`config.mk`:
```
export PLATFORM = sky130hd
export DESIGN_NAME = obj_palette
export DESIGN_NICKNAME = d
export VERILOG_FILES = /design/src/include/obj_consts.svh /design/src/design/video_types_pkg.sv /design/src/design/obj_palette.sv
export SDC_FILE = /design/constraint.sdc
export NUM_CORES = 1
export LEC_CHECK = 0
export BUFFER_PORTS_ARGS = -buffer_cell sky130_fd_sc_hd__buf_4
export CAP_MARGIN = 20
export CORE_MARGIN = 3
export CORE_UTILIZATION = 30
export CTS_CLUSTER_SIZE = 28
export DETAILED_ROUTE_END_ITERATION = 10
export HOLD_SLACK_MARGIN = 0.12
export PLACE_DENSITY = 0.44
export SLEW_MARGIN = 20
export SYNTH_ARGS = -nofsm -noshare
export SYNTH_HDL_FRONTEND = slang
export SYNTH_SLANG_ARGS = --single-unit
```
`constraint.sdc`:
```
create_clock -name clk -period 4.8 [get_ports clk]
set_clock_uncertainty 0.1 [all_clocks]
set_input_delay 0 -clock clk [delete_from_list [all_inputs] [get_ports clk]]
set_output_delay 0 -clock clk [all_outputs]
set_load 0.01 [all_outputs]
```
`src/include/obj_consts.svh`:
```
`ifndef OBJ_CONSTS_SVH
`define OBJ_CONSTS_SVH

// object attribute table entries
`define OBJ_COUNT 16

// objects are square, this many pixels a side
`define OBJ_SIZE 16

// graphics ROM word address width (code, row, half)
`define ROM_AW 12

// graphics ROM word width, eight packed 4-bit pixels, lowest nibble first
`define ROM_DW 32

`endif

```
`src/design/video_types_pkg.sv`:
```
package video_types_pkg;

    // 0 is transparent
    typedef logic [3:0] pixel_t;

    // palette PROM address, pal in the upper nibble and colour below
    typedef logic [7:0] pal_index_t;

    typedef logic [7:0] hpos_t;

endpackage

```
`src/design/obj_palette.sv`:
```
`timescale 1ns/1ps

module obj_palette
    import video_types_pkg::*;
(
    input  logic       clk,
    input  logic       prog_en,
    input  pal_index_t prog_addr,
    input  pixel_t     prog_data,
    input  pal_index_t rd_addr,
    output pixel_t     q
);

    pixel_t mem [256];  // loaded by the host before use

    always_ff @(posedge clk) begin
        if (prog_en)
            mem[prog_addr] <= prog_data;
    end

    // registered read, one cycle latency
    always_ff @(posedge clk) begin
        q <= mem[rd_addr];
    end

endmodule

```
# Word level (Yosys, flattened, before mapping)
# Memory sizes are Yosys's and may differ from the RTL's. A register that Yosys moved wholly into a read port is not among the register bits.
# Cells that the tools add are included.
# op_classes
mux	2
# ops
cell	n
two-way mux 1 bit	2
# totals
mem_bits_rw	1024
word_cells	3
ff_bits	0
output_inout_bits	4
mem_count	1
# memory_table
name	depth	width	read_ports	rd_clocked_by_memory_dff	wr	line	rtl
mem	256	4	1	1	1	obj_palette.sv:14	pixel_t mem [256];

# Depth between registers and ports, before layout
# logic_depth
word_depth	2
mapped_depth	11
ltp_nobuf	6

# Least setup slack after synthesis
# Ideal clock, no wire load.
# synth_path
path_type	input port to flip-flop
start	in rd_addr[0]
end	reg q[2] (read register of mem)
setup_time_ps	130
arrival_time_ps	1797
stages	10
slack_ps	2773
path_cell_list	buf_6 > buf_6 > buf_6 > buf_4 > buf_4 > mux4_2 > a22oi_1 > nand3_1 > nand4_1 > o211ai_1
# synth_lines
element	line	rtl
start, declared	obj_palette.sv:10	input pal_index_t rd_addr,
end, declared	obj_palette.sv:11	output pixel_t q

==> results_dict.tcl <==
set metrics [dict create \
    drive_above_1_share 0.227 \
    syn2layout_area_growth_pct 15.2 \
    period_minus_slack_ns 3.42 \
    finalWirelength_um 109000 \
    drv_slew 0 \
    synth_edf_count 1024 \
    boundaryPins 26 \
    ys_ff_latch 1028 \
    yosysWarnings 0 \
    die_y_um 374 \
    design_area_um2 46900 \
    synthArstFlopShare 0 \
    drc 0 \
    whs_ns 0.216 \
    critical_path_class "in2reg" \
    synth_common_cells "edfxtp_1 (1,024), nor2_1 (275), mux4_2 (250), clkbuf_1 (68), mux2i_1 (65)" \
    io_buffer_count 25 \
    root_buffer "clkbuf_16" \
    slew_headroom 0.226 \
    die_width_um 374 \
    critPathSlowestCell "nor2b_1" \
    power_mw 19.6 \
    seq_area_frac_synth 0.758 \
    gp_congestion 0.779 \
    antenna_found_initial 8 \
    ir_drop_mv 0.283 \
    cts_resized 0 \
    overflow 0 \
    yosys.area.top_type "edfxtp_1" \
    startpoint_type "primary input" \
    grt_usage 0.155 \
    clockBufferDepth 3 \
    p_leak_nw 14.2 \
    powerDensity_nw_per_um2 419 \
    worst_slew_pin_slew_ns 1.16 \
    path_cells "dlygate4sd3_1 -> buf_4 -> buf_4 -> nor2b_1 -> a221oi_1 -> o21ai_0 -> nand4_1 -> dlygate4sd3_1 -> o211ai_1 -> dlygate4sd3_1" \
    required_ns 5.33 \
    endpoint_kind "register" \
    maxCapViolCount 0 \
    syn-instance-count 2051 \
    final_net_count 2148 \
    wl_met3_um 7230 \
    coreArea_um2 134000 \
    wl_met2_um 51100 \
    drtIter0Drc 2105 \
    dieArea_um2 140000 \
    synth.avg_cell_area_um2 19.8 \
    num_rows 134 \
    hpwlAfterDp_um 67100 \
    setup-tns-final_ns 0 \
    synth_cell_type_count 42 \
    clock.fmax_ghz 0.293 \
    synth-main-ff-cell "edfxtp_1" \
    crit_path_frequent_cell "dlygate4sd3_1" \
    synthTopCellsByArea "edfxtp_1 (76%), mux4_2 (14%), nor2_1 (2.5%), mux2i_1 (1.6%), clkbuf_1 (0.63%)" \
    clk_pin_slew_ns 0.06 \
    insertion_delay_ns 0.69 \
    wl_per_cell_um 27.4 \
    cp.arrival_ns 3.95 \
    synth.top_cell.area_share 0.756 \
    synth_most_common_cell "edfxtp_1" \
    start_util 0.304 \
    ant_nets 0 \
    setup_violations 0 \
    finalCritPeriodShare 0.712 \
    grt_pass1_vias 21106 \
    synth_nets 2073 \
    max_stage_delay_ns 0.74 \
    rsz0062_at_grt "false" \
    grt_pass1_wl_um 157000 \
    grt_max_degree 145 \
    cts_num_sinks 1028 \
    status "completed" \
    vias 20139 \
    synth_area_um2 40700 \
    vias_per_cell 5.05 \
    detailed_place.area_um2 42900 \
    hold_viol_final 0 \
    tritoncts "done" \
    cts_made_buffers 113 \
    path_max_fanout 30 \
    drtPass1Iterations 5 \
    hold_path.class "in2reg" \
    top_layer "met5" \
    htreeDepth 3 \
    wl_met1_um 47900 \
]
## layout by cell type (no fill, tap or decap), drive strengths merged, types with 3 or more instances in the layout
master	instances
nand3	39
nand2b	12
a22oi	32
a221oi	8
clkinvlp	3
o211ai	13
dfxtp	4
nor4	5
dlygate4sd3	19
bufinv	15
a21oi	13
o21ai	16
clkbuf	139
and2	3
mux2	6
nor2b	26
nand4	15
nor3	7
edfxtp	1024
mux4	250
mux2i	65
buf	65
a2111oi	7
clkinv	47
inv	8
o22ai	10
o221ai	8
nor2	275
a211oi	7
a31oi	6
nand2	55
## cell families (layout without fill, tap and decap cells)
| logic type | count (synthesis) | in the layout | synth area share |
|---|---|---|---|
| and+or+nand+nor | 447 | 447 | 0.0473 |
| AOI/OAI and AO/OA | 125 | 125 | 0.0215 |
| muxes | 321 | 321 | 0.156 |
| buffers and inverters | 130 | 296 | 0.0171 |
| DFF | 1028 | 1028 | 0.758 |
| other | 0 | 2 | 0 |
## repair_timing
item | in CTS | in global routing
endpoints found under the hold margin | 536 | 12
setup buffers | 0 | 0
hold buffers | 17 | 2
## per-stage QoR
step	utilization	setup slack (ns)	std cells
floorplan	-	2.77	2051
global placement	0.320	1.34	3758
detailed placement	0.320	1.34	3758
CTS	0.349	1.52	3981
global route	0.350	1.27	3985
finish	0.350	1.38	3987
## flip-flops by register name, indices dropped and copies added, names as in the netlist
| name | cells |
|---|---|
| q | 4 |
| mem | 1024 |
## critical path, delay by kind of cell
kind,cells,cell delay [ns]
AOI/OAI and AO/OA,3,0.40
buffers and inverters,5,2.62
and+or+nand+nor,2,0.85
## layout make-up
type | count | area (um2)
well taps | 1768 | 2210
flip-flops and latches | 1028 | 30800
diodes | 2 | 5.00
multi-input cells | 893 | 9170
inverters | 2 | 7.51
fillers | 12368 | 87100
clock buffers | 135 | 2970
repair buffers | 88 | 885
clock inverters | 71 | 781
## final timing paths
path         slack (ns)        start  cells after the start  endpoint
max reg2reg        1.79   mem[55][3]                      6      q[3]
min reg2reg        0.87  mem[254][2]                      5      q[2]
min                0.22   rd_addr[6]                      5      q[2]
max                1.38   rd_addr[2]                     10      q[3]
## layer usage
metal	vias to the layer above	track usage
met5	-	0
met4	4	0.0423
li1	8550	-
met1	10727	0.221
met2	697	0.245
met3	161	0.0298
## report_power, final
group / total (mW) / switching [mW] / internal (mW)
clock network: 8.77 / 3.55 / 5.22
logic: 0.951 / 0.615 / 0.337
registers: 9.92 / 0.0183 / 9.90
total: 19.6 / 4.18 / 15.5
Note: power is estimated with default switching activity, not from simulation.
