--- src/include/obj_consts.svh ---
`ifndef OBJ_CONSTS_SVH
`define OBJ_CONSTS_SVH

// object attribute table entries
`define OBJ_COUNT 16

// objects are square, this many pixels a side
`define OBJ_SIZE 16

// graphics ROM word address width (code, row, half)
`define ROM_AW 12

// graphics ROM word width, eight packed 4-bit pixels, lowest nibble first
`define ROM_DW 32

`endif

--- src/design/obj_types_pkg.sv ---
package obj_types_pkg;

    // one entry of the object attribute table
    typedef struct packed {
        logic [7:0] y;      // top line
        logic [7:0] x;      // left pixel
        logic [6:0] code;
        logic [3:0] pal;
        logic       hflip;
        logic       vflip;
    } obj_attr_t;

    // graphics ROM word address
    typedef struct packed {
        logic [6:0] code;
        logic [3:0] row;
        logic       half;   // 0 = left eight pixels
    } rom_addr_t;

    // eight packed pixels
    typedef logic [31:0] rom_word_t;

endpackage

--- src/design/video_types_pkg.sv ---
package video_types_pkg;

    // 0 is transparent
    typedef logic [3:0] pixel_t;

    // palette PROM address, pal in the upper nibble and colour below
    typedef logic [7:0] pal_index_t;

    typedef logic [7:0] hpos_t;

endpackage

--- src/design/obj_scan.sv ---
`timescale 1ns/1ps
`include "obj_consts.svh"

module obj_scan
    import obj_types_pkg::*;
    import video_types_pkg::*;
(
    input  logic                             clk,
    input  logic                             rst,
    input  logic                             hinit,
    input  logic [7:0]                       vdump,
    input  logic                             tbl_we,
    input  logic [$clog2(`OBJ_COUNT)-1:0]    tbl_addr,
    input  obj_attr_t                        tbl_data,
    input  logic                             busy,
    output logic                             draw,
    output hpos_t                            xpos,
    output logic [3:0]                       ysub,
    output logic [3:0]                       pal,
    output logic                             hflip,
    output logic                             vflip,
    output logic [6:0]                       code
);

    localparam int IW = $clog2(`OBJ_COUNT);

    obj_attr_t   tbl [`OBJ_COUNT];
    logic [IW-1:0] idx;
    logic [7:0]  line;      // line being prepared
    logic        scanning;
    obj_attr_t   cur;
    logic [7:0]  diff;
    logic        hit;
    logic        test_en;

    assign cur     = tbl[idx];
    assign diff    = line - cur.y;          // wraps, so objects above the line fail
    assign hit     = diff < `OBJ_SIZE;
    // one entry per cycle, only while the drawer is free
    assign test_en = scanning && !busy && !draw && !hinit;

    always_ff @(posedge clk) begin
        if (tbl_we)
            tbl[tbl_addr] <= tbl_data;
    end

    always_ff @(posedge clk or posedge rst) begin
        if (rst) begin
            scanning <= 1'b0;
            idx      <= '0;
            line     <= '0;
            draw     <= 1'b0;
        end else begin
            draw <= 1'b0;
            if (hinit) begin
                scanning <= 1'b1;
                idx      <= '0;
                line     <= vdump + 8'd1;
            end else if (test_en) begin
                draw <= hit;
                if (idx == IW'(`OBJ_COUNT - 1))
                    scanning <= 1'b0;   // wait for the next hinit
                else
                    idx <= idx + 1'b1;
            end
        end
    end

    // fields only matter alongside draw
    always_ff @(posedge clk) begin
        if (test_en) begin
            xpos  <= cur.x;
            ysub  <= diff[3:0];
            pal   <= cur.pal;
            hflip <= cur.hflip;
            vflip <= cur.vflip;
            code  <= cur.code;
        end
    end

    // the drawer would drop a request made while it is busy
    a_draw_idle: assert property (@(posedge clk) disable iff (rst) !(draw && busy))
        else $error("draw raised while drawer busy");

endmodule

--- config.mk ---
export PLATFORM = sky130hd
export DESIGN_NAME = obj_scan
export DESIGN_NICKNAME = d
export VERILOG_FILES = /design/src/design/obj_types_pkg.sv /design/src/design/video_types_pkg.sv /design/src/design/obj_scan.sv
export VERILOG_INCLUDE_DIRS = /design/src /design/src/include
export SDC_FILE = /design/constraint.sdc
export NUM_CORES = 1
export LEC_CHECK = 0
export BUFFER_PORTS_ARGS = -buffer_cell sky130_fd_sc_hd__buf_4
export CORE_ASPECT_RATIO = 1.25
export CORE_MARGIN = 5
export CORE_UTILIZATION = 61
export CTS_BUF_LIST = sky130_fd_sc_hd__clkbuf_16
export CTS_CLUSTER_DIAMETER = 120
export DETAILED_ROUTE_END_ITERATION = 8
export PLACE_DENSITY = 0.79
export SYNTH_ARGS = -nofsm -noshare
export SYNTH_HDL_FRONTEND = slang
export SYNTH_SLANG_ARGS = --single-unit
export TNS_END_PERCENT = 100
--- constraint.sdc ---
create_clock -name clk -period 5 [get_ports clk]
set_input_delay 0.75 -clock clk [delete_from_list [all_inputs] [get_ports clk]]
set_output_delay 0.75 -clock clk [all_outputs]
set_load 0.01 [all_outputs]
* Yosys cells after proc, flatten, opt, wreduce, memory -nomap -nowiden
Memory sizes are Yosys's and may differ from the RTL's. Index checks and enable logic that the tools add are counted.
Word-level totals: flip-flop bits (word level) 39, memory bits (writable) 464, input port bits 46, memories 1
Memory list:
- tbl | words 16, bits a word 29, read ports 1, clocked after memory_dff 0, write ports 1, line obj_scan.sv:27 | obj_attr_t tbl [`OBJ_COUNT];
Cells by class: $add $sub $neg 3, order comparisons 1, eq/ne operators 2, muxes and demuxes 10, reduce and logical (&&, ||, !) cells 10
Operators by type and width (number):
- two-way mux 4 bit | 3
- adder 8 x 1 -> 8 bit (second input constant) | 1
- < comparator 8 x 5 -> 1 bit (second input constant) | 1
- subtractor 8 bit | 1
- two-way mux 1 bit | 7
- adder 4 x 1 -> 4 bit (second input constant) | 1
- == test 4 bit (second input constant) | 1
- AND reduction 2 bit | 2
- nonzero test 2 bit | 2
- logical AND 1 bit | 3
- zero test 1 bit | 3
- inequality test 2 bit (second input constant) | 1

* Logic depth before layout (Yosys ltp)
depth in word-level cells 6, mapped depth 12, mapped depth without buffers 9

* Worst setup path before layout
No wires, ideal clock.
path type input -> register, from input tbl_addr[2], to memory tbl[0][0] (netlist bit), enable pin, library setup time 0.452 ns, data arrival time 3.267 ns, data required time 4.548 ns, setup slack 1.281 ns, cell stages on the path 2, buffers on the path 0, path through or3b_2 -> nor3_1
RTL lines:
- start, declared | line obj_scan.sv:13 | input logic [$clog2(`OBJ_COUNT)-1:0] tbl_addr,
- end, declared | line obj_scan.sv:27
Straight into the memory's write port.

* Final worst setup path
from register idx[0], to register draw
On the way: word-level cells in the longest chain between the ends 5
Ends and longest elaborated chain:
- start, declared | line obj_scan.sv:28 | logic [IW-1:0] idx;
- start signal, assigned | line obj_scan.sv:64 | idx <= idx + 1'b1;
- memory (16 x 29 bit)
- subtractor 8 bit | line obj_scan.sv:37 | assign diff = line - cur.y;
- < comparator 8 x 5 -> 1 bit (no line)
- two-way mux 1 bit | line obj_scan.sv:59 | end else if (test_en) begin
- two-way mux 1 bit | line obj_scan.sv:55 | if (hinit) begin
- end signal, assigned | line obj_scan.sv:60 | draw <= hit;
- end, declared | line obj_scan.sv:16 | output logic draw,
No other way between the ends. A chain may end at the register's enable or synchronous reset.

==> summary.txt <==
Placed design
  – GPL Wtd Cong: 0.7725
  – Input/output buffers: 71
  – DPL Wire Length: 20.90 mm
  – Post-place setup slack: 1.232 ns
  – Dpl cell area: 20380 sq um

Power
  – Combinational Power Share: 0.076
  – Power Internal: 0.007222 W
  – Pwr Density: 416.1 nW/um^2
  – Clock power frac: 0.396
  – Seq pwr share: 0.528
  – NetSw: 0.001907 W
  – Net Sw Frac: 0.2089
  – Worst vdd ir: 0.3047 mV
  – Pleak: 6.959 nW

Yosys
  – Flop and latch count out of synthesis: 503
  – Post-Syn Instances: 804
  – Syn_nets: 860
  – Seq/Total Area, Yosys: 0.7832
  – Synth warn: 0
  – Number of distinct library cells after synthesis: 34
  – Post-synthesis cell area: 19200 sq um
  – Post-synth top area cell: edfxtp_1
  – Synth top area cells: edfxtp_1, mux4_2, dfrtp_1
  – Share of the synthesized area in the top cell type: 0.7650
  – Mean Syn Cell Area: 23.88 sq um

Drt
  – Post-Route WL: 41.98 mm
  – Wirelength per Cell: 31.03 um
  – DR WL met3: 3.269 mm
  – Met1 WL: 15.29 mm
  – Post-route DRC: 0
  – Vias post-DR: 8991
  – Met2 Wirelength: 22.35 mm
  – DRT antenna net count: 0
  – Drt pass-1 iters: 5
  – Vias per cell: 6.645
  – Max layer used: met5
  – Initial detailed-routing violation count: 1097

Layout
  – Antenna diodes: 0
  – Layout Area Growth over Synthesis: 14.29%
  – Post-Route Utilization: 0.7080
  – Finished Cell Area: 21940 sq um
  – Nets: 966
  – Filler instances: 1769
  – Commonest non-fill, non-tap cell in the layout: edfxtp_1
  – Most frequent cells in the layout: edfxtp_1, mux4_2, buf_4, clkbuf_16, inv_1
  – Share of cells above drive strength 1: 0.3488

Clock tree
  – Root buffer cell: clkbuf_16
  – TritonCTS Buffers: 46
  – Skew-Pair Late Insertion Delay: 0.56 ns
  – Hold-fix buffer count after cts: 0
  – CTS resizes: 0
  – H-tree Lvls: 2
  – Setup bufs post-CTS: 0
  – CTS Buffer Depth: 3
  – Clock-pin slew on the worst setup and hold paths: 0.06 ns
  – CTS tree: yes
  – CTS Sinks: 503

Critical path
  – CP max FO: 39
  – CP Class: flop to flop
  – Data required time of the worst path: 5.44 ns
  – CP Data Arrival Time: 4.25 ns
  – Worst setup SP type: flop
  – R2r setup slk: 1.19 ns
  – R2R Path End: draw
  – Reg2reg path depth: 9
  – Crit end category: flop
  – Reg2reg start: idx[0]

Floorplan
  – Num rows: 72
  – Core ar.: 30990 sq um
  – Initial core utilization: 0.6194
  – DIE AREA: 35140 sq um
  – Die width: 168.7 um
  – I/O Pins: 72
  – Die Height: 208.3 um

Global route
  – Vias in the first global route: 9480
  – Initial antenna violation count: 1
  – First-pass GRT wire length: 63.17 mm
  – Total track usage: 0.2461
  – Largest net degree at the start of global routing: 57
  – Grt ovf: 0

Run status
  – Status: complete, no violations

Timing
  – Pin slew with the least headroom to its limit: 1.104 ns
  – RSZ-0062 raised after global routing: no
  – Min Tclk post-route: 3.806 ns
  – Final-report setup violation count: 0
  – Final clock skew: 0.01556 ns
  – Rel. slew slack: 0.2622
  – Max-slew violations: 0
  – Final period utilization: 0.7612
  – Fmax: 262.7 MHz
  – Post-route setup slack: 1.194 ns
  – Final hold vios: 0
  – Setup tns final: 0 ns

Worst hold path
  – Tightest Hold Check Type: input port to async pin

Job
  – Max cap viols: 0
-- cell usage after synthesis, drive strengths merged --
| library cell | count |
|---|---|
| edfxtp | 489 |
| mux4 | 145 |
| nor2 | 28 |
| clkbuf | 20 |
| buf | 17 |
| dfrtp | 14 |
| inv | 12 |
| a21oi | 9 |
| ha | 9 |
| xor2 | 8 |
| nand3 | 6 |
| xnor2 | 6 |
| nor3 | 5 |
| o21ai | 5 |
| nand2 | 4 |
| nand2b | 4 |
| nand3b | 4 |
| and3 | 3 |
| mux2i | 2 |
| nor4 | 2 |
| a21o | 1 |
| a311o | 1 |
| a31oi | 1 |
| and2 | 1 |
| fa | 1 |
| nand4 | 1 |
| nor2b | 1 |
| o2111ai | 1 |
| o21a | 1 |
| o31ai | 1 |
| or2 | 1 |
| or3b | 1 |
-- sequential cells by signal (all words and copies together), names as in the netlist --
name	count
xpos	8
tbl	464
code	7
hflip	1
scanning	1
line	8
idx	4
pal	4
draw	1
vflip	1
ysub	4
-- final cells by class --
cell class	instances	area, sq um	area share
Timing Repair Buffer	95	713.2	0.03251
Tap cell	407	509.2	0.02321
Sequential cell	503	15040	0.6857
Multi-Input combinational cell	252	4071	0.1856
Inverter	12	45.04	0.002053
Clock buffer	47	1176	0.05361
Clock inverter	37	380.4	0.01734
-- logic make-up (layout without fill, tap and decap cells) --
logic type      after synthesis  in the layout  synth area share
simple gates                 61             61           0.01538
mux                         147            147            0.1712
flops                       503            503            0.7832
buf+inv                      49            191           0.01082
compound gates               20             20          0.006127
fa+ha+maj                    10             10          0.006909
xor+xnor                     14             14          0.006388
-- critical path, stage by stage (launching register included) --
cell,delay (ns)
dfrtp_4,0.91
mux4_2,0.60
mux4_2,0.48
ha_1,0.23
fa_1,0.43
nand2b_1,0.19
a21oi_1,0.25
nor4_1,0.09
a311o_1,0.33
nor4_1,0.17
-- per-stage QoR --
step,hold WS (ns),instances,power (W)
global placement,0.5116,1269,0.005564
CTS,0.2531,1353,0.009189
global route,0.3059,1353,0.009440
detailed placement,0.5185,1269,0.005591
finish,0.2620,1353,0.009129
floorplan,0.4818,804,0.005354
-- power groups by stage --
stage | logic, W | registers, W | clock network [W]
finish | 0.000695 | 0.00482 | 0.00361
global route | 0.000744 | 0.00483 | 0.00386
CTS | 0.000701 | 0.00482 | 0.00366
detailed placement | 0.000684 | 0.00491 | 0
global placement | 0.000664 | 0.00490 | 0
floorplan | 0.000492 | 0.00486 | 0
-- layer usage --
metal,vias up,track usage
met4,2,0.07335
met1,4756,0.3377
met3,79,0.04082
met2,528,0.4153
li1,3626,-
met5,-,0
-- worst max path at each step --
stage | start | cells past startpoint | slack [ns] | to
after floorplan | tbl_addr[2] | 2 | 1.28 | tbl[0][0]
after global placement | idx[0] | 9 | 1.30 | draw
after detailed placement | idx[0] | 9 | 1.23 | draw
after CTS | idx[0] | 9 | 1.18 | draw
after global routing | idx[0] | 9 | 0.89 | draw
final | idx[0] | 9 | 1.19 | draw
Note: power is estimated with default switching activity, not from simulation.
