$ cat config.mk
export PLATFORM = sky130hd
export DESIGN_NAME = obj_draw
export DESIGN_NICKNAME = d
export VERILOG_FILES = /design/src/include/obj_consts.svh /design/src/design/obj_types_pkg.sv /design/src/design/video_types_pkg.sv /design/src/design/obj_draw.sv
export SDC_FILE = /design/constraint.sdc
export NUM_CORES = 1
export LEC_CHECK = 0
export BUFFER_PORTS_ARGS = -buffer_cell sky130_fd_sc_hd__buf_2
export CORE_MARGIN = 4
export CORE_UTILIZATION = 35
export DETAILED_ROUTE_END_ITERATION = 16
export GPL_ROUTABILITY_DRIVEN = 1
export PLACE_DENSITY = 0.59
export SLEW_MARGIN = 10
export SYNTH_ARGS = -nofsm -noshare
export SYNTH_HDL_FRONTEND = slang
export SYNTH_SLANG_ARGS = --single-unit
$ cat constraint.sdc
create_clock -name clk -period 2.2 [get_ports clk]
set_clock_uncertainty 0.2 [all_clocks]
set_input_delay 0.22 -clock clk [delete_from_list [all_inputs] [get_ports clk]]
set_output_delay 0.22 -clock clk [all_outputs]
set_load 0.05 [all_outputs]
$ cat src/include/obj_consts.svh
`ifndef OBJ_CONSTS_SVH
`define OBJ_CONSTS_SVH

// object attribute table entries
`define OBJ_COUNT 16

// objects are square, this many pixels a side
`define OBJ_SIZE 16

// graphics ROM word address width (code, row, half)
`define ROM_AW 12

// graphics ROM word width, eight packed 4-bit pixels, lowest nibble first
`define ROM_DW 32

`endif

$ cat src/design/obj_types_pkg.sv
package obj_types_pkg;

    // one entry of the object attribute table
    typedef struct packed {
        logic [7:0] y;      // top line
        logic [7:0] x;      // left pixel
        logic [6:0] code;
        logic [3:0] pal;
        logic       hflip;
        logic       vflip;
    } obj_attr_t;

    // graphics ROM word address
    typedef struct packed {
        logic [6:0] code;
        logic [3:0] row;
        logic       half;   // 0 = left eight pixels
    } rom_addr_t;

    // eight packed pixels
    typedef logic [31:0] rom_word_t;

endpackage

$ cat src/design/video_types_pkg.sv
package video_types_pkg;

    // 0 is transparent
    typedef logic [3:0] pixel_t;

    // palette PROM address, pal in the upper nibble and colour below
    typedef logic [7:0] pal_index_t;

    typedef logic [7:0] hpos_t;

endpackage

$ cat src/design/obj_draw.sv
`timescale 1ns/1ps

module obj_draw
    import obj_types_pkg::*;
    import video_types_pkg::*;
(
    input  logic       clk,
    input  logic       rst,
    input  logic       draw,
    input  hpos_t      xpos,
    input  logic [3:0] ysub,
    input  logic [3:0] pal,
    input  logic       hflip,
    input  logic       vflip,
    input  logic [6:0] code,
    input  rom_word_t  rom_data,
    input  logic       rom_ok,
    input  pixel_t     pal_pxl,
    output logic       busy,
    output logic       rom_cs,
    output rom_addr_t  rom_addr,
    output pal_index_t pal_addr,
    output hpos_t      buf_addr,
    output logic       buf_we
);

    rom_word_t  sh;         // pixels still to go with the next one in the low nibble
    logic [2:0] cnt;
    logic [3:0] cur_pal;
    logic       cur_hflip;
    hpos_t      wr_a;
    logic       we_dly;     // pixel presented to the palette last cycle
    logic       start;
    logic       load;
    logic       shift;

    assign start    = draw && !busy;
    assign load     = busy && rom_cs && rom_ok;
    assign shift    = busy && !rom_cs;
    assign pal_addr = {cur_pal, sh[3:0]};
    assign buf_we   = we_dly;   // palette output is ready now

    always_ff @(posedge clk or posedge rst) begin
        if (rst) begin
            busy     <= 1'b0;
            rom_cs   <= 1'b0;
            rom_addr <= '0;
            cnt      <= '0;
            we_dly   <= 1'b0;
        end else begin
            we_dly <= shift;
            if (start) begin
                busy     <= 1'b1;
                rom_cs   <= 1'b1;
                rom_addr <= {code, ysub ^ {4{vflip}}, 1'b0};
            end
            if (load) begin
                rom_cs <= 1'b0;
                cnt    <= 3'd7;
            end
            if (shift) begin
                cnt <= cnt - 3'd1;
                if (cnt == 3'd0) begin
                    if (rom_addr.half) begin
                        busy <= 1'b0;       // row done
                    end else begin
                        rom_addr.half <= 1'b1;  // right half next
                        rom_cs        <= 1'b1;
                    end
                end
            end
        end
    end

    always_ff @(posedge clk) begin
        if (start) begin
            cur_pal   <= pal;
            cur_hflip <= hflip;
            wr_a      <= hflip ? xpos + 8'd15 : xpos;
        end
        if (load)
            sh <= rom_data;
        if (shift) begin
            sh   <= sh >> 4;
            wr_a <= cur_hflip ? wr_a - 8'd1 : wr_a + 8'd1;  // wraps past 255
        end
        buf_addr <= wr_a;   // lines up with the palette read latency
    end

    a_rom_hold: assert property (@(posedge clk) disable iff (rst)
        rom_cs && !rom_ok |=> rom_cs && $stable(rom_addr))
        else $error("rom request changed before rom_ok");

    a_we_idle: assert property (@(posedge clk) disable iff (rst)
        !busy && !$past(busy) |-> !buf_we)
        else $error("buffer write while drawer idle");

endmodule

* Word level (Yosys, flattened, before mapping)
Index checks and enable logic that the tools add are counted.
** Cells by class
- Add/subtract/negate cells :: 4
- Mux-type cells :: 21
- Bitwise logic cells :: 1
- Reduce and logical (&&, ||, !) cells :: 9
** Operator list (count)
- 28-bit 2-to-1 mux :: 2
- 8-bit 2-to-1 mux :: 4
- 1-bit 2-to-1 mux :: 13
- 8-bit by 1-bit adder with 8-bit output (second input constant) :: 1
- 8-bit by 4-bit adder with 8-bit output (second input constant) :: 1
- 8-bit by 1-bit subtractor with 8-bit output (second input constant) :: 1
- 3-bit 2-to-1 mux :: 2
- 1-bit logical AND :: 4
- 2-bit nonzero test :: 2
- 4-bit XOR :: 1
- 3-bit logical NOT :: 1
- 3-bit by 1-bit subtractor with 3-bit output (second input constant) :: 1
- 1-bit logical NOT :: 2
** Storage, ports and cells
- Flip-flop bits (word level) :: 71
- Output and inout bits :: 31

* Longest topological paths before layout
Gate-level depths: netlist of run 1.
- Word-level depth :: 7
- Gate-level depth with buffers :: 7
- Mapped depth without buffers :: 7

* Worst setup path after synthesis of run 1
No wires, ideal clock.
- Path kind :: flip-flop to flip-flop
- From :: reg busy
- To :: reg sh[0], enable pin
- Setup time :: 0.383 ns
- Data arrival time :: 1.573 ns
- Setup slack :: 0.044 ns
- Cell stages (with the launch flop) :: 3
- Path buffers :: 0
- Period minus slack after synthesis :: 2.156 ns
- Cells stage by stage :: dfrtp_1 -> nand2_1 -> inv_1
** On the way
- Longest elaborated chain between the ends :: 3
- Elaborated cells between the ends (all ways) :: 4
** RTL lines
- start, declared :: RTL line obj_draw.sv:19 : output logic busy,
- start signal, assigned :: RTL line obj_draw.sv:45 : busy <= 1'b0;
- start signal, assigned :: RTL line obj_draw.sv:53 : busy <= 1'b1;
- start signal, assigned :: RTL line obj_draw.sv:65 : busy <= 1'b0;
- 1-bit logical AND (2 in series) :: RTL line obj_draw.sv:38 : assign load = busy && rom_cs && rom_ok;
- 2-bit nonzero test (no line) *
- end signal, assigned :: RTL line obj_draw.sv:82 : sh <= rom_data;
- end signal, assigned :: RTL line obj_draw.sv:84 : sh <= sh >> 4;
- end, declared :: RTL line obj_draw.sv:27 : rom_word_t sh;
Mark *: on every way between the ends. The rest lies on a longest branch, timed or not.
A chain may end at the register's enable or synchronous reset.

* Final worst setup path of run 1
- From :: reg cur_hflip
- To :: reg wr_a[6] (data pin)
** On the way
- Longest elaborated chain between the ends :: 2
** RTL lines
- start, declared :: RTL line obj_draw.sv:30 : logic cur_hflip;
- start signal, assigned :: RTL line obj_draw.sv:78 : cur_hflip <= hflip;
- 8-bit 2-to-1 mux :: RTL line obj_draw.sv:85 : wr_a <= cur_hflip ? wr_a - 8'd1 : wr_a + 8'd1;
- 8-bit 2-to-1 mux :: RTL line obj_draw.sv:83 : if (shift) begin
- end signal, assigned :: RTL line obj_draw.sv:79 : wr_a <= hflip ? xpos + 8'd15 : xpos;
- end signal, assigned :: RTL line obj_draw.sv:85
- end, declared :: RTL line obj_draw.sv:31 : hpos_t wr_a;
No other way between the ends.

==> impl_metrics.py, run 1 <==
metrics = {
    "outcome": {
        "outcome": "complete, no violations",
    },
    "yosys": {
        "syn-cell-area_mm2": 0.00318,
        "avgSynthCellArea_um2": 10.7,
        "ys.flop_type": "edfxtp_1",
        "synthArstFlopShare_pct": 25.4,
        "synth_cell_types": 37,
        "ys_ff_latch": 71,
        "synth-edff-count": 41,
        "yosys_warnings": 0,
        "syn_inst": 298,
        "syn_nets": 373,
        "ys_seq_area_share_pct": 60.5,
    },
    "timing": {
        "min_period_ps": 2160,
        "drv_slew": 0,
        "setup_viol": 0,
        "max_slew_margin_pct": 53.7,
        "hold_viol_final": 0,
        "period_share_pct": 98.1,
        "tightest_slew_ps": 693,
        "finalWorstSetupSlack_ps": 42.2,
        "clock.fmax_mhz": 463,
        "rsz0062_at_grt": "yes",
    },
    "placement": {
        "dpl.cell_count": 488,
        "portBuffers": 91,
        "gp_congestion": 0.824,
        "place_hpwl_um": 4470,
        "place_ws_ps": 9.76,
        "placed_area_mm2": 0.00377,
    },
    "setup_path": {
        "r2r_cells": 7,
        "max_stage_delay_ps": 550,
        "cp-end-kind": "flip-flop",
        "cpMostUsedCell": "o21a_1",
        "worstSetupPathType": "reg2reg",
        "critPathRequiredTime_ps": 2180,
        "critPathSlowestCell": "edfxtp_1",
        "cp-start-kind": "flip-flop",
        "worstPathCellList": "buf_6, ha_4, o21a_1, o31a_1, o21a_1, o21a_1, o31ai_2",
        "arrival_ps": 2140,
        "critPathMaxFanout": 5,
    },
    "detailed_routing": {
        "viasPerCell": 4.54,
        "dr.first_iter.drc_count": 64,
        "drc": 0,
        "vias": 2530,
        "routed_wl_um": 6880,
        "post_drt_wl_per_cell_um": 12.4,
        "firstDrtPassIters": 4,
        "ant_nets": 0,
    },
    "die": {
        "coreArea_mm2": 0.00876,
        "initial_core_util_pct": 36.3,
        "fp.dieW_um": 103,
        "rows": 34,
        "die_y_um": 103,
        "die-area_mm2": 0.0107,
        "pin_count": 96,
    },
    "clock_network": {
        "cts.sinks": 71,
        "cts_tree": "built",
        "cts-root-buf": "clkbuf_8",
        "clkSlewWorstSetupHoldPaths_ps": 80,
        "numCtsBuffers": 9,
        "htree_levels": 3,
        "max-clock-path-buffers": 2,
        "clkLatencyLatePin_ps": 340,
    },
    "grt": {
        "antenna_found_initial": 0,
        "grt_max_degree": 28,
        "track_usage_pct": 13.9,
        "grt_overflow": 0,
        "grt_pass1_vias": 2544,
        "grt_pass1_wl_um": 11500,
    },
    "power_and_ir_drop": {
        "power_density_mw_per_mm2": 1550,
        "p_sw_share_pct": 42.8,
        "peakVddDrop_uv": 1250,
        "seq_power_share_pct": 36.0,
        "p_clk_share_pct": 15.0,
        "leakage_uw": 0.00211,
        "p_switching_uw": 3030,
        "power.internal_uw": 4050,
        "p_comb_share_pct": 49.0,
    },
    "worst_hold_path": {
        "hold_path_class": "in2reg",
        "worstHoldPathCells": 5,
    },
    "final_layout": {
        "final_layout_size_suffix_gt1_share_pct": 30.7,
        "syn2layout_area_growth_pct": 44.1,
        "layout_commonest_cell": "nand2_1",
        "final_cell_area_mm2": 0.00458,
        "diodes": 0,
        "final_cells": 557,
        "most-common-layout-cells": "nand2_1 (100), buf_2 (91), dlygate4sd3_1 (49)",
        "layout.nets": 519,
    },
    "job": {
        "max_cap_viol_count": 0,
    },
}
==> path summary, 6_finish.rpt <==
kind | start | endpoint | slack [ps]
min in group asynchronous | rst | rom_addr[7] | 350
max in group asynchronous | rst | cnt[1] | 1010
hold / removal | rom_data[31] | sh[31] | 30
setup / recovery | cur_hflip | wr_a[6] | 40
setup reg to reg | cur_hflip | wr_a[6] | 40
hold reg to reg | wr_a[7] | buf_addr[7] | 210
==> synth_stat cells (all sizes together) (6+ instances only) <==
library cell	count	share of area [%]
nor2	8	0.94
a21oi	7	1.1
dfrtp	18	14
nand3	6	0.94
o21ai	13	2.0
nand2	100	12
ha	9	3.5
dfxtp	12	7.6
inv	12	1.4
edfxtp	41	39
mux2	7	2.5
buf	12	2.2
xnor2	11	3.0
==> state kept, by name (all words and copies together), names as in the netlist <==
register and count:
cnt 3, cur_pal 4, cur_hflip 1, rom_addr 12, wr_a 8, rom_cs 1, sh 32, busy 1
buf_addr 8, buf_we 1
==> power groups by stage <==
stage               combinational [uW]  sequential [uW]  clock, uW
floorplan                         1720             3310          0
global placement                  3240             2550          0
detailed placement                3280             2560          0
CTS                               3410             2550       1100
global route                      3870             2630       1140
finish                            3470             2550       1060
==> metal layers <==
metal  global-route usage (%)  up-vias  routed length (um)
met3                     3.09        8                 398
li1                         -     1290                   -
met5                        0        -                   0
met4                     5.68        0                  92
met2                     24.3       67                3500
met1                     16.5     1165                2890
==> cell families (layout without fill, tap and decap cells) <==
logic type,count (synthesis),in the layout,synth area share [%]
muxes,8,8,2.80
AOI/OAI and AO/OA,37,37,7.32
DFF,71,71,60.5
buffers and inverters,29,180,4.17
adders and majority gates,10,10,4.17
and+or+nand+nor,127,127,16.7
xor gates and xnor gates,16,16,4.41
==> critical path, delay by kind of cell (launching register included) <==
family / cells / cell delay, ps
AOI/OAI and AO/OA: 5 / 790
buffers and inverters: 1 / 210
DFF: 1 / 550
adders and majority gates: 1 / 250
==> layout make-up <==
cell class	instances	area [um^2]
Sequential cell	71	1920
Inverter	12	45.0
Clock buffer	11	174
Clock inverter	5	37.5
Fill cell	788	4190
Tap cell	108	135
Timing Repair Buffer	152	1060
Multi-Input combinational cell	198	1200
==> per-stage QoR <==
stage	TNS, ps	hold slack, ps	power [uW]	util (%)
floorplan	0	-41.4	5030	-
CTS	0	7.42	7050	51.4
global route	-28.7	56.5	7650	52.2
finish	0	27.0	7090	52.2
detailed placement	0	164	5840	43.0
global placement	0	158	5790	43.0
==> timing repair <==
action,in CTS,in global routing
endpoints found under the setup margin,1,2
pin swaps,0,5
gates resized for setup,3,7
hold endpoints to repair,66,0
hold buffers,49,0
setup buffers,1,3
Note: power is estimated with default switching activity, not from simulation.
==> run 2, diff against run 1 <==
CORE_UTILIZATION = 46   (was 35)
HOLD_SLACK_MARGIN = 0.08   (was unset)
PLACE_DENSITY = 0.74   (was 0.59)
==> run 2 against run 1 <==
Clock power grew 7%. Power grew 0.20%. Via count grew 4.2%. Non-clock buffer count grew 5. Routed wire length grew 4.0%. Die area shrank 22%. Setup slack gained 13 ps. First-iteration DRC count grew 140%. Hold slack gained 45 ps. Final area is essentially flat. Largest cell class unchanged.
==> impl_metrics.py, run 2 (same netlist as run 1, synthesis figures left out) <==
metrics = {
    "final_layout": {
        "layout_commonest_cell": "nand2_1",
        "reg_top3": "sh: 32 flops, rom_addr: 12 flops",
        "layout.nets": 524,
        "final_layout_size_suffix_gt1_share_pct": 29.7,
        "fillers": 505,
        "syn2layout_area_growth_pct": 44.0,
        "most-common-layout-cells": "nand2_1 (100), buf_2 (91), dlygate4sd3_1 (55)",
        "diodes": 0,
        "largest_register_ffs": 32,
        "utilization_pct": 67.7,
        "regMostFlops": "sh",
        "final_cell_area_mm2": 0.00458,
    },
    "setup_path": {
        "worstSetupPathType": "reg2reg",
        "critPathRequiredTime_ps": 2080,
        "cp-end-kind": "flip-flop",
        "r2r_start": "cur_hflip",
        "critPathLaunch": "cur_hflip",
        "rr_endpoint": "wr_a[7]",
        "critPathMaxFanout": 4,
        "arrival_ps": 2020,
        "rrSetupSlack_ps": 60,
        "cp-start-kind": "flip-flop",
        "r2r_cells": 8,
    },
    "timing": {
        "drv_slew": 0,
        "min_period_ps": 2140,
        "setup_viol": 0,
        "finalWorstSetupSlack_ps": 55.1,
        "max_slew_margin_pct": 54.4,
        "hold_viol_final": 0,
        "setup_tns_ps": 0,
        "clock.fmax_mhz": 466,
        "period_share_pct": 97.5,
        "tightest_slew_ps": 684,
        "rsz0062_at_grt": "yes",
    },
    "detailed_routing": {
        "viasPerCell": 4.93,
        "dr.first_iter.drc_count": 155,
        "drc": 0,
        "post_drt_wl_per_cell_um": 13.4,
        "ant_nets": 0,
        "routed_wl_um": 7160,
        "firstDrtPassIters": 6,
        "vias": 2635,
    },
    "clock_network": {
        "clkLatencyLatePin_ps": 340,
        "cts.sinks": 71,
        "cts-root-buf": "clkbuf_8",
        "cts_tree": "built",
        "htree_levels": 3,
        "max-clock-path-buffers": 2,
        "numCtsBuffers": 9,
        "clkSlewWorstSetupHoldPaths_ps": 80,
    },
    "power_and_ir_drop": {
        "power.internal_uw": 4060,
        "seq_power_share_pct": 36.3,
        "p_clk_share_pct": 15.9,
        "leakage_uw": 0.00213,
        "power_density_mw_per_mm2": 1550,
        "p_sw_share_pct": 42.8,
        "peakVddDrop_uv": 1050,
        "power_uw": 7100,
        "p_switching_uw": 3040,
        "p_comb_share_pct": 47.9,
    },
    "grt": {
        "grt_pass1_vias": 2742,
        "antenna_found_initial": 0,
        "track_usage_pct": 18.1,
        "grt_pass1_wl_um": 12000,
        "grt_overflow": 0,
        "grt_max_degree": 39,
    },
    "placement": {
        "place_hpwl_um": 4470,
        "placed_area_mm2": 0.00370,
        "gp_congestion": 0.809,
        "place_ws_ps": 1.10,
        "portBuffers": 91,
    },
    "die": {
        "fp.dieW_um": 91.1,
        "pin_count": 96,
        "die-area_mm2": 0.00830,
        "coreArea_mm2": 0.00676,
        "initial_core_util_pct": 47.0,
        "rows": 30,
        "die_y_um": 91.1,
    },
    "worst_hold_path": {
        "hold_start": "rom_ok",
        "worstHoldPathCells": 4,
        "hold_path_class": "in2reg",
        "min_to": "sh[31]",
    },
    "job": {
        "max_cap_viol_count": 0,
    },
    "outcome": {
        "outcome": "complete, no violations",
    },
}
[run 2: routing by layer]
| layer | vias up | track usage (%) | share of wire, % |
|---|---|---|---|
| met2 | 77 | 32.1 | 53 |
| met4 | 0 | 10.2 | 2.7 |
| met1 | 1240 | 20.2 | 40 |
| met3 | 17 | 3.40 | 4.5 |
| met5 | - | 0 | 0 |
| li1 | 1301 | - | - |
[run 2: area by class of cell]
cell class / count / area, um^2 / area share (%)
tap: 80 / 100 / 2.19
multi-input combinational: 198 / 1200 / 26.2
sequential: 71 / 1920 / 42.0
clock buffer: 9 / 124 / 2.71
inverter: 12 / 45.0 / 0.984
clock inverter: 7 / 95.1 / 2.08
timing repair buffer: 157 / 1090 / 23.9
[run 2: repair_timing]
item / in CTS / in global routing
pin swaps: 0 / 7
buffers inserted: 1 / 3
gates resized for setup: 0 / 9
endpoints found under the hold margin: 67 / 0
gates cloned: 0 / 0
endpoints found under the setup margin: 1 / 4
hold buffers: 56 / 0
[run 2: how the worst max path moves through the flow]
stage / endpoint / slack [ps] / cells past startpoint
6_report: wr_a[7] / 60 / 8
5_1_grt: wr_a[7] / -60 / 8
4_1_cts: wr_a[6] / 1 / 6
3_5_place_dp: wr_a[6] / 1 / 6
3_3_place_gp: wr_a[6] / 70 / 6
2_1_floorplan: sh[0] / 40 / 2
[run 2: critical path, cell delays in order, from the launching register on]
cell      delay [ps]
edfxtp_1         440
buf_4            180
buf_6            130
ha_4             270
nand4_1          120
a21oi_2          110
and3b_1          190
xnor2_1          160
a21oi_1           90
[run 2: power groups by stage]
stage	Combinational, uW	Sequential [uW]	Clock, uW
floorplan	1720	3310	0
global placement	3090	2540	0
detailed placement	3190	2570	0
CTS	3290	2550	1160
global route	3710	2650	1220
finish	3400	2570	1130
[run 2: stage by stage]
step,hold slack [ps],std cells
3_3_place_gp,147,459
2_1_floorplan,-41.4,298
5_1_grt,108,534
4_1_cts,90.8,532
6_report,71.9,534
3_5_place_dp,156,459
==> run 3, diff against run 2 <==
SETUP_SLACK_MARGIN = 0.5   (was unset)
==> run 3 against run 2 <==
Non-clock buffer count unchanged. Fmax rose by 4.0%. First-iteration DRC count decreased by 46%. Routed wire length rose by 5.8%. Sequential share of layout area is 0.23 points lower. Global-route usage up 1.1 points. Critical path depth decreased by 1. Register-to-register slack better by 80 ps. Via count grew 0.95%. Critical path type unchanged.
==> impl_metrics.py, run 3 (same netlist as run 1, synthesis figures left out) <==
metrics = {
    "outcome": {
        "outcome": "complete, no violations",
    },
    "power_and_ir_drop": {
        "peakVddDrop_uv": 931,
        "p_switching_uw": 3090,
        "power.internal_uw": 4130,
        "p_clk_share_pct": 15.4,
        "power_density_mw_per_mm2": 1570,
        "seq_power_share_pct": 35.6,
        "leakage_uw": 0.00213,
        "p_comb_share_pct": 49.0,
        "p_sw_share_pct": 42.8,
    },
    "grt": {
        "grt_max_degree": 39,
        "track_usage_pct": 19.1,
        "antenna_found_initial": 0,
        "grt_pass1_wl_um": 12600,
        "grt_pass1_vias": 2762,
        "grt_overflow": 0,
    },
    "clock_network": {
        "cts.sinks": 71,
        "cts-root-buf": "clkbuf_8",
        "max-clock-path-buffers": 2,
        "htree_levels": 3,
        "numCtsBuffers": 9,
        "clkLatencyLatePin_ps": 340,
        "clkSlewWorstSetupHoldPaths_ps": 70,
        "cts_tree": "built",
    },
    "die": {
        "die-area_mm2": 0.00830,
        "pin_count": 96,
        "die_y_um": 91.1,
        "fp.dieW_um": 91.1,
        "rows": 30,
        "initial_core_util_pct": 47.0,
        "coreArea_mm2": 0.00676,
    },
    "worst_hold_path": {
        "min_to": "wr_a[2]",
        "hold_start": "xpos[2]",
        "worstHoldPathCells": 3,
        "hold_path_class": "in2reg",
    },
    "setup_path": {
        "worstSetupPathType": "reg2reg",
        "arrival_ps": 2030,
        "r2r_start": "cur_hflip",
        "critPathRequiredTime_ps": 2170,
        "cp-end-kind": "flip-flop",
        "rr_endpoint": "wr_a[6]",
        "critPathMaxFanout": 8,
        "r2r_cells": 7,
        "rrSetupSlack_ps": 140,
        "critPathLaunch": "cur_hflip",
        "cp-start-kind": "flip-flop",
    },
    "placement": {
        "gp_congestion": 0.772,
        "portBuffers": 91,
        "placed_area_mm2": 0.00371,
        "place_ws_ps": -14.3,
        "place_hpwl_um": 4480,
    },
    "timing": {
        "clock.fmax_mhz": 485,
        "setup_viol": 0,
        "hold_viol_final": 0,
        "period_share_pct": 93.7,
        "tightest_slew_ps": 691,
        "min_period_ps": 2060,
        "rsz0062_at_grt": "yes",
        "drv_slew": 0,
        "finalWorstSetupSlack_ps": 139,
        "max_slew_margin_pct": 53.9,
    },
    "final_layout": {
        "most-common-layout-cells": "nand2_1 (98), buf_2 (91), dlygate4sd3_1 (55)",
        "final_layout_size_suffix_gt1_share_pct": 30.5,
        "regMostFlops": "sh",
        "final_cell_area_mm2": 0.00461,
        "layout_commonest_cell": "nand2_1",
        "largest_register_ffs": 32,
        "multi_input_area_mm2": 0.00120,
        "diodes": 0,
        "fillers": 509,
        "utilization_pct": 68.2,
        "layout.nets": 525,
        "syn2layout_area_growth_pct": 45.0,
        "reg_top3": "sh: 32 flops, rom_addr: 12 flops",
        "final-seq-area_mm2": 0.00192,
    },
    "detailed_routing": {
        "firstDrtPassIters": 4,
        "ant_nets": 0,
        "viasPerCell": 4.97,
        "post_drt_wl_per_cell_um": 14.2,
        "dr.first_iter.drc_count": 83,
        "drc": 0,
        "routed_wl_um": 7570,
        "vias": 2660,
    },
    "job": {
        "max_cap_viol_count": 0,
    },
}
run 3: worst max-delay path: stages, from the launching register on:
cell      delay [ps]
edfxtp_1         390
buf_6            180
ha_4             230
nor2b_4          120
o31a_1           250
o21a_1           190
o21a_1           180
o31ai_2          160
run 3: layout make-up:
cell class | count | area share [%]
clock buffers | 9 | 2.69
repair inverters | 1 | 0.163
well taps | 80 | 2.17
multi-input cells | 198 | 26.1
repair buffers | 157 | 24.1
clock inverters | 7 | 1.90
inverters | 12 | 1.11
flip-flops and latches | 71 | 41.8
run 3: worst max-delay path by stage:
stage,end,slack [ps],depth (start not counted)
2_1_floorplan,wr_a[6],160,6
3_3_place_gp,wr_a[6],60,6
3_5_place_dp,wr_a[7],-10,6
4_1_cts,wr_a[6],150,7
5_1_grt,wr_a[6],60,7
6_report,wr_a[6],140,7
run 3: power by group through the flow:
stage / Clock [uW] / Sequential [uW] / Combinational [uW]
after floorplan: 0 / 3330 / 1820
after global placement: 0 / 2570 / 3100
after detailed placement: 0 / 2600 / 3190
after CTS: 1140 / 2570 / 3400
after global routing: 1200 / 2630 / 3870
final: 1110 / 2570 / 3540
run 3: metal layers:
layer  GRT usage, %  part of all wire, %
met5              0                    0
met4           6.78                  1.5
met3           5.47                  6.3
met2           34.7                   53
met1           21.3                   39
run 3: timing repair:
action / in CTS / in global routing
hold endpoints to repair: 68 / 0
hold buffers: 56 / 0
cloned: 1 / 0
setup buffers: 3 / 3
pin swaps: 1 / 2
endpoints found under the setup margin: 36 / 44
gates resized for setup: 7 / 4
run 3: stage by stage:
step                      power [uW]  instances  TNS, ps  hold WS (ps)
after detailed placement        5790        456    -14.3           158
final                           7220        535        0           109
after global placement          5670        456        0           158
after floorplan                 5140        298        0         -41.6
after global routing            7710        535        0           131
after CTS                       7110        532        0          95.3
